$ cat config.mk
export PLATFORM = sky130hd
export DESIGN_NAME = dtlb_top
export DESIGN_NICKNAME = d
export VERILOG_FILES = /design/src/source/dtlb_pkg.sv /design/src/source/l2_bus_pkg.sv /design/src/source/dtlb_top.sv /design/src/source/tlb_fence_ctrl.sv /design/src/source/tlb_miss_arbiter.sv /design/src/source/tlb_entry_array.sv /design/src/source/tlb_plru.sv
export SDC_FILE = /design/constraint.sdc
export NUM_CORES = 1
export LEC_CHECK = 0
export ABC_CLOCK_PERIOD_IN_PS = 14600
export BUFFER_PORTS_ARGS = -buffer_cell sky130_fd_sc_hd__buf_2
export CAP_MARGIN = 20
export CORE_MARGIN = 4
export CORE_UTILIZATION = 35
export DETAILED_ROUTE_END_ITERATION = 12
export PLACE_DENSITY = 0.55
export SETUP_SLACK_MARGIN = 0.15
export SLEW_MARGIN = 30
export SYNTH_ARGS = -nofsm -noshare
export SYNTH_HDL_FRONTEND = slang
export SYNTH_SLANG_ARGS = --single-unit
$ cat constraint.sdc
create_clock -name clk -period 14.6 [get_ports clk]
set_clock_uncertainty 0.15 [all_clocks]
set_input_delay 0.73 -clock clk [delete_from_list [all_inputs] [get_ports clk]]
set_output_delay 0.73 -clock clk [all_outputs]
set_load 0.03 [all_outputs]
$ cat src/source/dtlb_pkg.sv
`default_nettype none

package dtlb_pkg;

    // ------------------------------------------------------------
    // address fields.
    // ------------------------------------------------------------
    typedef logic [31:0] vaddr_t;
    typedef logic [31:0] paddr_t;
    typedef logic [19:0] vpn_t;
    typedef logic [19:0] ppn_t;
    typedef logic [8:0]  asid_t;

    // 4 KiB pages only.
    localparam int PAGE_OFFSET = 12;

    // ------------------------------------------------------------
    // entry and fence request.
    // ------------------------------------------------------------
    typedef struct packed {
        logic  valid;
        vpn_t  vpn;
        ppn_t  ppn;
        asid_t asid;
        logic  g;
    } tlb_entry_t;

    typedef struct packed {
        logic  all_addr;
        logic  all_asid;
        vpn_t  vpn;
        asid_t asid;
    } fence_req_t;

endpackage

`default_nettype wire
$ cat src/source/l2_bus_pkg.sv
`default_nettype none

package l2_bus_pkg;

    // which port issued the miss.
    typedef enum logic {
        SRC_LOAD  = 1'b0,
        SRC_STORE = 1'b1
    } src_e;

    typedef struct packed {
        src_e           src;
        dtlb_pkg::vpn_t vpn;
    } l2_req_t;

    // error set means no translation, nothing is written.
    typedef struct packed {
        src_e           src;
        dtlb_pkg::vpn_t vpn;
        dtlb_pkg::ppn_t ppn;
        logic           g;
        logic           error;
    } l2_resp_t;

endpackage

`default_nettype wire

$ cat src/source/dtlb_top.sv
`default_nettype none

module dtlb_top #(
    parameter  int DEPTH = 8,
    localparam int IDX_W = $clog2(DEPTH)
) (
    input  logic                 clk,
    input  logic                 rst,
    input  dtlb_pkg::asid_t      asid_i,
    input  logic                 ld_req_i,
    input  dtlb_pkg::vaddr_t     ld_vaddr_i,
    input  logic                 st_req_i,
    input  dtlb_pkg::vaddr_t     st_vaddr_i,
    input  logic                 fence_i,
    input  dtlb_pkg::fence_req_t fence_req_i,
    input  logic                 l2_resp_valid_i,
    input  l2_bus_pkg::l2_resp_t l2_resp_i,
    output logic                 ld_hit_o,
    output dtlb_pkg::paddr_t     ld_paddr_o,
    output logic                 st_hit_o,
    output dtlb_pkg::paddr_t     st_paddr_o,
    output logic                 ld_cancel_o,
    output logic                 st_cancel_o,
    output logic                 ld_wb_o,
    output logic                 st_wb_o,
    output logic                 wb_error_o,
    output logic                 l2_req_valid_o,
    output l2_bus_pkg::l2_req_t  l2_req_o,
    output logic                 fence_busy_o
);

    localparam int OFS = dtlb_pkg::PAGE_OFFSET;

    logic                 ld_miss;
    logic                 st_miss;
    logic                 fill;
    dtlb_pkg::tlb_entry_t fill_entry;
    logic                 fence_active;
    dtlb_pkg::fence_req_t fence_cur;
    logic [IDX_W-1:0]     fence_idx;

    // lookups are same cycle, so a miss is known right away.
    assign ld_miss = ld_req_i && !ld_hit_o;
    assign st_miss = st_req_i && !st_hit_o;

    tlb_entry_array #(
        .DEPTH (DEPTH)
    ) u_array (
        .clk            (clk),
        .rst            (rst),
        .ld_req_i       (ld_req_i),
        .ld_vaddr_i     (ld_vaddr_i),
        .st_req_i       (st_req_i),
        .st_vaddr_i     (st_vaddr_i),
        .asid_i         (asid_i),
        .fill_i         (fill),
        .fill_entry_i   (fill_entry),
        .fence_active_i (fence_active),
        .fence_i        (fence_cur),
        .fence_idx_i    (fence_idx),
        .ld_hit_o       (ld_hit_o),
        .ld_paddr_o     (ld_paddr_o),
        .st_hit_o       (st_hit_o),
        .st_paddr_o     (st_paddr_o)
    );

    tlb_miss_arbiter u_arbiter (
        .clk             (clk),
        .rst             (rst),
        .ld_miss_i       (ld_miss),
        .ld_vpn_i        (ld_vaddr_i[31:OFS]),
        .st_miss_i       (st_miss),
        .st_vpn_i        (st_vaddr_i[31:OFS]),
        .fence_busy_i    (fence_busy_o),
        .l2_resp_valid_i (l2_resp_valid_i),
        .l2_resp_i       (l2_resp_i),
        .asid_i          (asid_i),
        .l2_req_valid_o  (l2_req_valid_o),
        .l2_req_o        (l2_req_o),
        .ld_cancel_o     (ld_cancel_o),
        .st_cancel_o     (st_cancel_o),
        .fill_o          (fill),
        .fill_entry_o    (fill_entry),
        .ld_wb_o         (ld_wb_o),
        .st_wb_o         (st_wb_o),
        .wb_error_o      (wb_error_o)
    );

    tlb_fence_ctrl #(
        .DEPTH (DEPTH)
    ) u_fence (
        .clk            (clk),
        .rst            (rst),
        .fence_i        (fence_i),
        .fence_req_i    (fence_req_i),
        .fence_active_o (fence_active),
        .fence_o        (fence_cur),
        .fence_idx_o    (fence_idx),
        .fence_busy_o   (fence_busy_o)
    );

endmodule

`default_nettype wire

$ cat src/source/tlb_fence_ctrl.sv
`default_nettype none

module tlb_fence_ctrl #(
    parameter  int DEPTH = 8,
    localparam int IDX_W = $clog2(DEPTH)
) (
    input  logic                 clk,
    input  logic                 rst,
    input  logic                 fence_i,
    input  dtlb_pkg::fence_req_t fence_req_i,
    output logic                 fence_active_o,
    output dtlb_pkg::fence_req_t fence_o,
    output logic [IDX_W-1:0]     fence_idx_o,
    output logic                 fence_busy_o
);

    typedef enum logic [1:0] {
        IDLE,
        FENCE,
        FENCE_END
    } fence_state_e;

    fence_state_e state_q;

    assign fence_active_o = (state_q == FENCE);
    assign fence_busy_o   = (state_q != IDLE);

    always_ff @(posedge clk or negedge rst) begin
        if (!rst) begin
            state_q     <= IDLE;
            fence_idx_o <= '0;
        end else begin
            case (state_q)
                IDLE: begin
                    if (fence_i) begin
                        state_q     <= FENCE;
                        fence_idx_o <= '0;
                    end
                end
                FENCE: begin
                    // single address takes one cycle, a sweep takes DEPTH.
                    if (!fence_o.all_addr || (fence_idx_o == IDX_W'(DEPTH - 1))) begin
                        state_q <= FENCE_END;
                    end else begin
                        fence_idx_o <= fence_idx_o + 1'b1;
                    end
                end
                default: begin
                    state_q <= IDLE;
                end
            endcase
        end
    end

    // request held for the whole fence.
    always_ff @(posedge clk) begin
        if ((state_q == IDLE) && fence_i) begin
            fence_o <= fence_req_i;
        end
    end

endmodule

`default_nettype wire

$ cat src/source/tlb_miss_arbiter.sv
`default_nettype none

module tlb_miss_arbiter (
    input  logic                 clk,
    input  logic                 rst,
    input  logic                 ld_miss_i,
    input  dtlb_pkg::vpn_t       ld_vpn_i,
    input  logic                 st_miss_i,
    input  dtlb_pkg::vpn_t       st_vpn_i,
    input  logic                 fence_busy_i,
    input  logic                 l2_resp_valid_i,
    input  l2_bus_pkg::l2_resp_t l2_resp_i,
    input  dtlb_pkg::asid_t      asid_i,
    output logic                 l2_req_valid_o,
    output l2_bus_pkg::l2_req_t  l2_req_o,
    output logic                 ld_cancel_o,
    output logic                 st_cancel_o,
    output logic                 fill_o,
    output dtlb_pkg::tlb_entry_t fill_entry_o,
    output logic                 ld_wb_o,
    output logic                 st_wb_o,
    output logic                 wb_error_o
);

    typedef enum logic {
        IDLE,
        WAIT
    } arb_state_e;

    arb_state_e state_q;
    logic       accept;
    logic       grant_ld;
    logic       grant_st;
    logic       resp_take;

    // store wins when both miss.
    assign accept    = (state_q == IDLE) && !fence_busy_i;
    assign grant_st  = accept && st_miss_i;
    assign grant_ld  = accept && ld_miss_i && !st_miss_i;
    assign resp_take = (state_q == WAIT) && l2_resp_valid_i;

    // fence owns the array, so a response during it is not written.
    assign fill_o             = resp_take && !l2_resp_i.error && !fence_busy_i;
    assign fill_entry_o.valid = 1'b1;
    assign fill_entry_o.vpn   = l2_resp_i.vpn;
    assign fill_entry_o.ppn   = l2_resp_i.ppn;
    assign fill_entry_o.asid  = asid_i;
    assign fill_entry_o.g     = l2_resp_i.g;

    always_ff @(posedge clk or negedge rst) begin
        if (!rst) begin
            state_q        <= IDLE;
            l2_req_valid_o <= 1'b0;
            ld_cancel_o    <= 1'b0;
            st_cancel_o    <= 1'b0;
            ld_wb_o        <= 1'b0;
            st_wb_o        <= 1'b0;
            wb_error_o     <= 1'b0;
        end else begin
            l2_req_valid_o <= grant_ld || grant_st;
            ld_cancel_o    <= ld_miss_i && !grant_ld;
            st_cancel_o    <= st_miss_i && !grant_st;
            ld_wb_o        <= resp_take && (l2_resp_i.src == l2_bus_pkg::SRC_LOAD);
            st_wb_o        <= resp_take && (l2_resp_i.src == l2_bus_pkg::SRC_STORE);
            wb_error_o     <= resp_take && (l2_resp_i.error || fence_busy_i);
            if (grant_ld || grant_st) begin
                state_q <= WAIT;
            end else if (resp_take) begin
                state_q <= IDLE;
            end
        end
    end

    always_ff @(posedge clk) begin
        if (grant_st) begin
            l2_req_o.src <= l2_bus_pkg::SRC_STORE;
            l2_req_o.vpn <= st_vpn_i;
        end else if (grant_ld) begin
            l2_req_o.src <= l2_bus_pkg::SRC_LOAD;
            l2_req_o.vpn <= ld_vpn_i;
        end
    end

endmodule

`default_nettype wire

$ cat src/source/tlb_entry_array.sv
`default_nettype none

module tlb_entry_array #(
    parameter  int DEPTH = 8,
    localparam int IDX_W = $clog2(DEPTH)
) (
    input  logic                 clk,
    input  logic                 rst,
    input  logic                 ld_req_i,
    input  dtlb_pkg::vaddr_t     ld_vaddr_i,
    input  logic                 st_req_i,
    input  dtlb_pkg::vaddr_t     st_vaddr_i,
    input  dtlb_pkg::asid_t      asid_i,
    input  logic                 fill_i,
    input  dtlb_pkg::tlb_entry_t fill_entry_i,
    input  logic                 fence_active_i,
    input  dtlb_pkg::fence_req_t fence_i,
    input  logic [IDX_W-1:0]     fence_idx_i,
    output logic                 ld_hit_o,
    output dtlb_pkg::paddr_t     ld_paddr_o,
    output logic                 st_hit_o,
    output dtlb_pkg::paddr_t     st_paddr_o
);

    localparam int OFS = dtlb_pkg::PAGE_OFFSET;

    dtlb_pkg::tlb_entry_t entry_q [DEPTH];
    dtlb_pkg::tlb_entry_t ent     [DEPTH];
    logic [DEPTH-1:0]     valid_q;

    dtlb_pkg::vpn_t   ld_vpn;
    dtlb_pkg::vpn_t   st_vpn;
    logic [DEPTH-1:0] ld_match;
    logic [DEPTH-1:0] st_match;
    logic [DEPTH-1:0] fill_match;
    logic [DEPTH-1:0] fence_clr;
    logic [IDX_W-1:0] ld_way;
    logic [IDX_W-1:0] st_way;
    logic [IDX_W-1:0] fill_way;
    logic [IDX_W-1:0] victim;
    logic             fill_we;

    // valid, same page, and same space or global.
    function automatic logic entry_match(input dtlb_pkg::tlb_entry_t e,
                                         input dtlb_pkg::vpn_t vpn,
                                         input dtlb_pkg::asid_t asid);
        return e.valid && (e.vpn == vpn) && ((e.asid == asid) || e.g);
    endfunction

    function automatic logic [IDX_W-1:0] first_set(input logic [DEPTH-1:0] v);
        logic [IDX_W-1:0] idx;
        idx = '0;
        for (int i = DEPTH - 1; i >= 0; i--) begin
            if (v[i]) idx = IDX_W'(i);
        end
        return idx;
    endfunction

    // ------------------------------------------------------------
    // lookup and invalidate compare.
    // ------------------------------------------------------------
    always_comb begin
        for (int i = 0; i < DEPTH; i++) begin
            ent[i]       = entry_q[i];
            ent[i].valid = valid_q[i];
        end
    end

    assign ld_vpn = ld_vaddr_i[31:OFS];
    assign st_vpn = st_vaddr_i[31:OFS];

    for (genvar i = 0; i < DEPTH; i++) begin : g_way
        assign ld_match[i]   = entry_match(ent[i], ld_vpn, asid_i);
        assign st_match[i]   = entry_match(ent[i], st_vpn, asid_i);
        assign fill_match[i] = entry_match(ent[i], fill_entry_i.vpn, fill_entry_i.asid);
        assign fence_clr[i]  = ent[i].valid
                             && ((ent[i].vpn == fence_i.vpn)
                                 || (fence_i.all_addr && (fence_idx_i == IDX_W'(i))))
                             && ((ent[i].asid == fence_i.asid) || ent[i].g
                                 || fence_i.all_asid);
    end

    assign ld_way     = first_set(ld_match);
    assign st_way     = first_set(st_match);
    assign ld_hit_o   = ld_req_i && (|ld_match);
    assign st_hit_o   = st_req_i && (|st_match);
    assign ld_paddr_o = {ent[ld_way].ppn, ld_vaddr_i[OFS-1:0]};
    assign st_paddr_o = {ent[st_way].ppn, st_vaddr_i[OFS-1:0]};

    // ------------------------------------------------------------
    // refill placement.
    // ------------------------------------------------------------
    // existing way, then lowest invalid, then plru victim.
    assign fill_way = (|fill_match) ? first_set(fill_match)
                    : (~&valid_q)   ? first_set(~valid_q)
                    : victim;
    assign fill_we  = fill_i && !fence_active_i;

    always_ff @(posedge clk or negedge rst) begin
        if (!rst) begin
            valid_q <= '0;
        end else if (fence_active_i) begin
            valid_q <= valid_q & ~fence_clr;
        end else if (fill_i) begin
            valid_q[fill_way] <= fill_entry_i.valid;
        end
    end

    always_ff @(posedge clk) begin
        if (fill_we) begin
            entry_q[fill_way] <= fill_entry_i;
        end
    end

    tlb_plru #(
        .DEPTH (DEPTH)
    ) u_plru (
        .clk          (clk),
        .rst          (rst),
        .touch_a_i    (ld_hit_o),
        .way_a_i      (ld_way),
        .touch_b_i    (st_hit_o),
        .way_b_i      (st_way),
        .touch_fill_i (fill_we),
        .way_fill_i   (fill_way),
        .victim_o     (victim)
    );

endmodule

`default_nettype wire

$ cat src/source/tlb_plru.sv
`default_nettype none

module tlb_plru #(
    parameter  int DEPTH = 8,
    localparam int IDX_W = $clog2(DEPTH)
) (
    input  logic             clk,
    input  logic             rst,
    input  logic             touch_a_i,
    input  logic [IDX_W-1:0] way_a_i,
    input  logic             touch_b_i,
    input  logic [IDX_W-1:0] way_b_i,
    input  logic             touch_fill_i,
    input  logic [IDX_W-1:0] way_fill_i,
    output logic [IDX_W-1:0] victim_o
);

    // tree bits in heap order where node n has children 2n+1 and 2n+2.
    logic [DEPTH-2:0] plru_q;
    logic [DEPTH-2:0] plru_d;

    // point every node on the path away from the touched way.
    function automatic logic [DEPTH-2:0] touch(input logic [DEPTH-2:0] bits,
                                               input logic [IDX_W-1:0] way);
        logic [DEPTH-2:0] nb;
        int unsigned      node;
        nb   = bits;
        node = 0;
        for (int l = 0; l < IDX_W; l++) begin
            nb[node] = ~way[IDX_W-1-l];
            node     = 2 * node + 1 + 32'(way[IDX_W-1-l]);
        end
        return nb;
    endfunction

    function automatic logic [IDX_W-1:0] find_victim(input logic [DEPTH-2:0] bits);
        logic [IDX_W-1:0] way;
        int unsigned      node;
        way  = '0;
        node = 0;
        for (int l = 0; l < IDX_W; l++) begin
            way[IDX_W-1-l] = bits[node];
            node           = 2 * node + 1 + 32'(bits[node]);
        end
        return way;
    endfunction

    always_comb begin
        plru_d = plru_q;
        if (touch_a_i) plru_d = touch(plru_d, way_a_i);
        if (touch_b_i) plru_d = touch(plru_d, way_b_i);
        // refill last so the new entry is the most recent.
        if (touch_fill_i) plru_d = touch(plru_d, way_fill_i);
    end

    always_ff @(posedge clk or negedge rst) begin
        if (!rst) begin
            plru_q <= '0;
        end else begin
            plru_q <= plru_d;
        end
    end

    assign victim_o = find_victim(plru_q);

endmodule

`default_nettype wire

==> flow_summary.json, run 1 <==
{
  "grt_pass1_vias": 20500,
  "holdPathEnd": "u_arbiter.ld_wb_o",
  "drtAntennaViolNets": 0,
  "die_w_um": 293,
  "yosysSeqAreaShare_pct": 50.2,
  "startpoint_type": "input pin",
  "finalInstanceArea_um2": 32000,
  "clock.fmax_mhz": 155,
  "pin_count": 247,
  "antenna_found_initial": 10,
  "synthMuxAreaShare_pct": 9.14,
  "synth_xor_area_share_pct": 24.2,
  "cp.required_ns": 13.72,
  "p_int_w": 0.00264,
  "grt_overflow": 0,
  "die_y_um": 293,
  "netlist.area_leader.share_pct": 47.7,
  "slowest_delay_ns": 0.88,
  "rsz0062_at_grt": "no",
  "syn-cell-area_um2": 28400,
  "power_density_nw_per_um2": 119,
  "clockRootBuffer": "clkbuf_16",
  "switchingPower_w": 0.00118,
  "ys_seq_elements": 479,
  "post-synth-top-area-cell": "edfxtp_1",
  "drt_pre_antenna_iters": 5,
  "hp-start": "l2_resp_i[42]",
  "yosys.area_share.simple_pct": 8.14,
  "synth_fa_ha_area_share_pct": 1.01,
  "critPathBufInv": 3,
  "utilization_pct": 39.8,
  "row_count": 104,
  "cts_tree": "done",
  "gp_congestion": 0.946,
  "hp-class": "input pin to flip-flop",
  "r2r-start": "u_array.entry_q[6][9]",
  "dieArea_um2": 85700,
  "core_area_um2": 80400,
  "crit_fanout": 57,
  "drc": 0,
  "yosysUniqueCellTypes": 75,
  "numCtsBuffers": 56,
  "synth_ff_type": "edfxtp_1",
  "reg2reg_slack_ns": 9.32,
  "maxSlewViolCount": 0,
  "pwr-share-comb_pct": 18.7,
  "yosysMostFrequentCell": "xnor2_1",
  "status": "finished clean",
  "setup_viol": 0,
  "synth_compound_area_share_pct": 3.75,
  "leakage_nw": 11.7,
  "worstRegToRegCells": 14,
  "initial_utilization_pct": 35.3,
  "drt-vias-per-instance": 5.63,
  "grtUsageMet3_pct": 4.28,
  "critPathTopFamily": "simple AND/OR/NAND/NOR gates",
  "ctsResizeCount": 0,
  "synth_top_family_by_area": "XOR/XNOR gates",
  "period_needed_ns": 6.47,
  "critPathArrivalTime_ns": 5.59,
  "grt_first_pass_wirelength_um": 155000,
  "cts_max_path_buffers": 3,
  "placed_area_um2": 30200,
  "clkTransAtPathRegs_ns": 0.05,
  "drive_gt1_share_pct": 16.1,
  "async_flop_share_pct": 5.64,
  "ys_top_cells_by_area": "edfxtp_1 48%, xnor2_1 14%, xor2_1 9.7%",
  "peakVddDrop_uv": 82.9,
  "wl_um": 111000,
  "synth-edff-count": 451,
  "grt.met2_usage_pct": 42.4,
  "max_cap_violations": 0,
  "swShare_pct": 31.0,
  "holdPathStages": 2,
  "r2r_end": "u_array.u_plru.plru_q[1]",
  "clkPwrFrac_pct": 36.3,
  "nNetsFinal": 2578,
  "end_kind": "output pin",
  "gr-max-usage-layer": "met2",
  "synthTopCellsByCount": "469 x xnor2_1, 451 x edfxtp_1, 315 x xor2_1, 205 x mux2i_1, 129 x nand4_1",
  "fin_crit_sh_pct": 44.3,
  "port_buffers": 198,
  "finalHoldViolCount": 0,
  "grt_max_degree": 58,
  "post_drt_wl_per_cell_um": 31.8,
  "yosys_warnings": 0,
  "dr_total_vias": 19800,
  "worstMarginPinSlew_ns": 1.03,
  "critPathKind": "input pin to output pin",
  "grt_usage_pct": 25.2,
  "relSlewSlack_pct": 31.1,
  "drtIter0Drc": 1934,
  "clock_latency_ns": 0.64,
  "p_seq_share_pct": 45.0,
  "syn2layout_area_growth_pct": 12.7,
  "htree_levels": 2,
  "postSynthCellCount": 2273,
  "path_cells": "buf_2, xor2_1, nor4_2, a32oi_1, nor4_2, o211ai_1, a31oi_1, or2_4, buf_4, mux2i_1, o22ai_1, a211o_1, buf_2",
  "avgSynthCellArea_um2": 12.5,
  "crit_slowest_cell": "buf_4",
  "syn_nets": 2449,
  "met1_usage_pct": 32.1,
  "cts_sinks": 479,
  "fin_setup_tns_ns": 0,
  "hpwl_um": 76000
}
repair_timing:
item,in CTS,in global routing
hold buffers,1,0
endpoints found under the hold margin,27,0
buffers inserted,0,0
cells by family after synthesis:
logic type / Yosys count
and+or+nand+nor: 407
xor gates and xnor gates: 784
DFF: 479
muxes: 253
buffers and inverters: 187
adders and majority gates: 23
AOI/OAI and AO/OA: 140
cell usage in the layout, fill, tap and decap left out, types with 6 or more instances in the layout:
cell and instances:
and4_1 8, a31oi_1 8, nor2_1 21, xnor2_1 469
dfrtp_1 27, clkbuf_16 56, a21o_1 7, mux2_2 41
inv_1 14, nor4_1 79, nand3_1 20, a311oi_1 6
a21oi_1 11, o21ai_0 12, o31ai_1 8, buf_4 38
o22ai_1 31, nand2b_1 6, mux2i_1 205, buf_2 198
xor2_1 315, or2_1 11, nor3_1 31, nand4_1 129
and2_1 6, edfxtp_1 451, ha_1 23, mux2_1 7
clkinv_2 9, nand2_1 66, clkinvlp_4 6, clkinv_1 16
clkbuf_1 8
per-layer routing:
metal  share of wire (%)  routed length (µm)  up-vias
li1                    -                   -     8470
met1                  40               45000    10000
met2                  47               52600      970
met3                 7.3                8160      297
met4                 5.0                5620        4
met5               0.024                  27        -
area by class of cell:
cell class,count,area (µm²)
Fill cell,7580,48400
Sequential cell,479,14200
Multi-Input combinational cell,1607,13200
Clock buffer,64,1430
Tap cell,1060,1330
Timing Repair Buffer,239,1320
Clock inverter,39,350
Inverter,19,71.3
Antenna cell,3,7.51
power groups by stage:
stage	clock network (W)	registers, W	logic (W)
2_1_floorplan	0	0.00172	0.000430
3_3_place_gp	0	0.00174	0.000707
3_5_place_dp	0	0.00174	0.000714
4_1_cts	0.00142	0.00172	0.000716
5_1_grt	0.00147	0.00173	0.000755
6_report	0.00138	0.00172	0.000714
metrics by stage:
step           power, W  hold WS [ns]  setup slack, ns  instances
3_5_place_dp    0.00246         0.343             8.13       3402
4_1_cts         0.00385        0.0768             8.10       3506
3_3_place_gp    0.00245         0.303             8.18       3401
2_1_floorplan   0.00215         0.284             9.11       2273
6_report        0.00382         0.116             8.13       3510
5_1_grt         0.00395        0.0926             7.91       3509
sequential cells by signal (all words and copies together) (netlist names):
signal and cells:
u_arbiter.wb_error_o 1, u_arbiter.ld_wb_o 1, u_array.entry_q 400, u_arbiter.st_wb_o 1, u_arbiter.l2_req_valid_o 1, u_arbiter.ld_cancel_o 1, u_array.u_plru.plru_q 7, u_fence.fence_o 31
u_arbiter.l2_req_o 21, u_arbiter.state_q 1, u_arbiter.st_cancel_o 1, u_array.valid_q 8, u_fence.state_q 2, u_fence.fence_idx_o 3
how the worst max path moves through the flow:
stage,startpoint,to,slack [ns],cells past startpoint
2_1_floorplan,asid_i[3],u_array.entry_q[0][0],9.11,11
3_3_place_gp,st_vaddr_i[28],st_paddr_o[12],8.18,12
3_5_place_dp,asid_i[8],st_paddr_o[25],8.13,13
4_1_cts,u_array.entry_q[6][9],st_paddr_o[25],8.10,12
5_1_grt,u_array.entry_q[4][7],st_paddr_o[19],7.91,12
6_report,asid_i[8],st_paddr_o[25],8.13,13
Power figures use the tool's default switching activity.
==> inputs of run 2 (changes only) <==
ABC_CLOCK_PERIOD_IN_PS = 6660   (was 14600)
clock period = 6.66 ns   (was 14.6 ns; I/O delays follow)
==> run 2 against run 1 <==
Against the previous run:
- final area rose by 3.0%
- global-route usage down 0.093 points
- setup slack worse by 7.8 ns
- cell count is 2.2% higher
- critical path type unchanged
- largest power group unchanged
==> flow_summary.json, run 2 (synthesis results as in run 1) <==
{
  "status": "finished clean",
  "drc": 0,
  "clock_latency_ns": 0.64,
  "peakVddDrop_uv": 223,
  "period_needed_ns": 6.32,
  "port_buffers": 198,
  "dr_total_vias": 20000,
  "maxSlewViolCount": 0,
  "crit_fanout": 47,
  "slowest_delay_ns": 0.88,
  "grt_first_pass_wirelength_um": 154000,
  "fin_setup_tns_ns": 0,
  "crit_slowest_cell": "o31ai_2",
  "regMostFlops": "u_array.entry_q",
  "row_count": 104,
  "grt_overflow": 0,
  "htree_levels": 2,
  "critPathArrivalTime_ns": 5.84,
  "fin_ws_ns": 0.340,
  "mostFrequentLayoutCells": "469 x xnor2_1, 451 x edfxtp_1, 315 x xor2_1, 205 x mux2i_1, 198 x buf_2",
  "antenna_found_initial": 6,
  "startpoint_type": "input pin",
  "numCtsBuffers": 57,
  "dp_slack_ns": 1.10,
  "cts_sinks": 479,
  "largest_reg_flops": 400,
  "reg.largest.list": "u_array.entry_q x400, u_fence.fence_o x31, u_arbiter.l2_req_o x21",
  "setup_viol": 0,
  "drtAntennaViolNets": 0,
  "hp-class": "input pin to flip-flop",
  "final_common_cell": "xnor2_1",
  "worstMarginPinSlew_ns": 1.08,
  "core_area_um2": 80400,
  "post_drt_wl_per_cell_um": 31.0,
  "finalHoldViolCount": 0,
  "holdWs_ns": 0.0520,
  "max_cap_violations": 0,
  "critPathKind": "input pin to output pin",
  "grt_usage_pct": 25.2,
  "syn2layout_area_growth_pct": 16.1,
  "drtIter0Drc": 1890,
  "hold_buffers": 71,
  "wl_um": 111000,
  "cts_max_path_buffers": 3,
  "nNetsFinal": 2656,
  "die_w_um": 293,
  "hpwl_um": 78300,
  "clockRootBuffer": "clkbuf_16",
  "drt-vias-per-instance": 5.57,
  "grt_max_degree": 48,
  "power_density_nw_per_um2": 263,
  "path_cells": "dlygate4sd3_1, buf_2, xnor2_1, nand4_1, o31ai_2, nand4_1, nand2b_1, a31oi_1, or2_4, buf_4, mux2_1, a211o_1, buf_2",
  "initial_utilization_pct": 35.3,
  "reg2reg_slack_ns": 1.60,
  "fin_crit_sh_pct": 94.9,
  "clock.fmax_mhz": 158,
  "cp.required_ns": 6.18,
  "grt_pass1_vias": 20600,
  "die_y_um": 293,
  "gp_congestion": 1.07,
  "drt_pre_antenna_iters": 6,
  "end_kind": "output pin",
  "leakage_nw": 12.1,
  "clkTransAtPathRegs_ns": 0.06,
  "pin_count": 247,
  "utilization_pct": 41.0,
  "cts_tree": "done",
  "ctsResizeCount": 0,
  "p_total_w": 0.00866,
  "rsz0062_at_grt": "no",
  "cts_setup_buffers": 0,
  "drive_gt1_share_pct": 16.0,
  "dieArea_um2": 85700,
  "relSlewSlack_pct": 27.0
}
-- run 2: power breakdown --
part | switching (W) | internal (W)
sequential | 0.000277 | 0.00351
combinational | 0.00102 | 0.000562
clock | 0.00130 | 0.00199
total | 0.00259 | 0.00606
-- run 2: worst max-delay path: cells and delay by family --
family,cells,cell delay [ns]
mux,1,0.36
xor+xnor,1,0.17
simple gates,4,1.95
compound gates,3,1.49
buf+inv,4,1.49
-- run 2: worst paths after layout --
check,from,endpoint,depth (start not counted)
worst max-delay path,asid_i[2],st_paddr_o[28],13
worst min register to register,u_arbiter.l2_req_o[20],u_arbiter.l2_req_o[20],2
max in group asynchronous,rst,u_array.valid_q[2],2
worst max register to register,u_array.entry_q[1][9],u_array.u_plru.plru_q[2],15
worst min-delay path,l2_resp_i[28],u_array.entry_q[7][36],1
min in group asynchronous,rst,u_arbiter.st_wb_o,2
-- run 2: area by class of cell --
cell class / count / area, µm²
well taps: 1060 / 1330
diodes: 1 / 2.50
repair buffers: 316 / 2140
clock inverters: 39 / 493
fillers: 7580 / 47500
clock buffers: 66 / 1460
inverters: 19 / 71.3
flip-flops and latches: 479 / 14200
multi-input cells: 1607 / 13200
-- run 2: per-layer routing --
metal / track usage, % / wire length, µm / vias to the layer above
met3: 4.49 / 7810 / 316
li1: - / - / 8642
met2: 42.4 / 53000 / 948
met4: 12.2 / 6210 / 4
met1: 31.3 / 44100 / 10100
met5: 0 / 26 / -
-- run 2: through the flow --
| stage | cells | cell area, µm² |
|---|---|---|
| final | 3587 | 32900 |
| after global routing | 3586 | 32900 |
| after CTS | 3586 | 32900 |
| after detailed placement | 3410 | 30300 |
| after global placement | 3409 | 30200 |
| after floorplan | 2273 | 28400 |
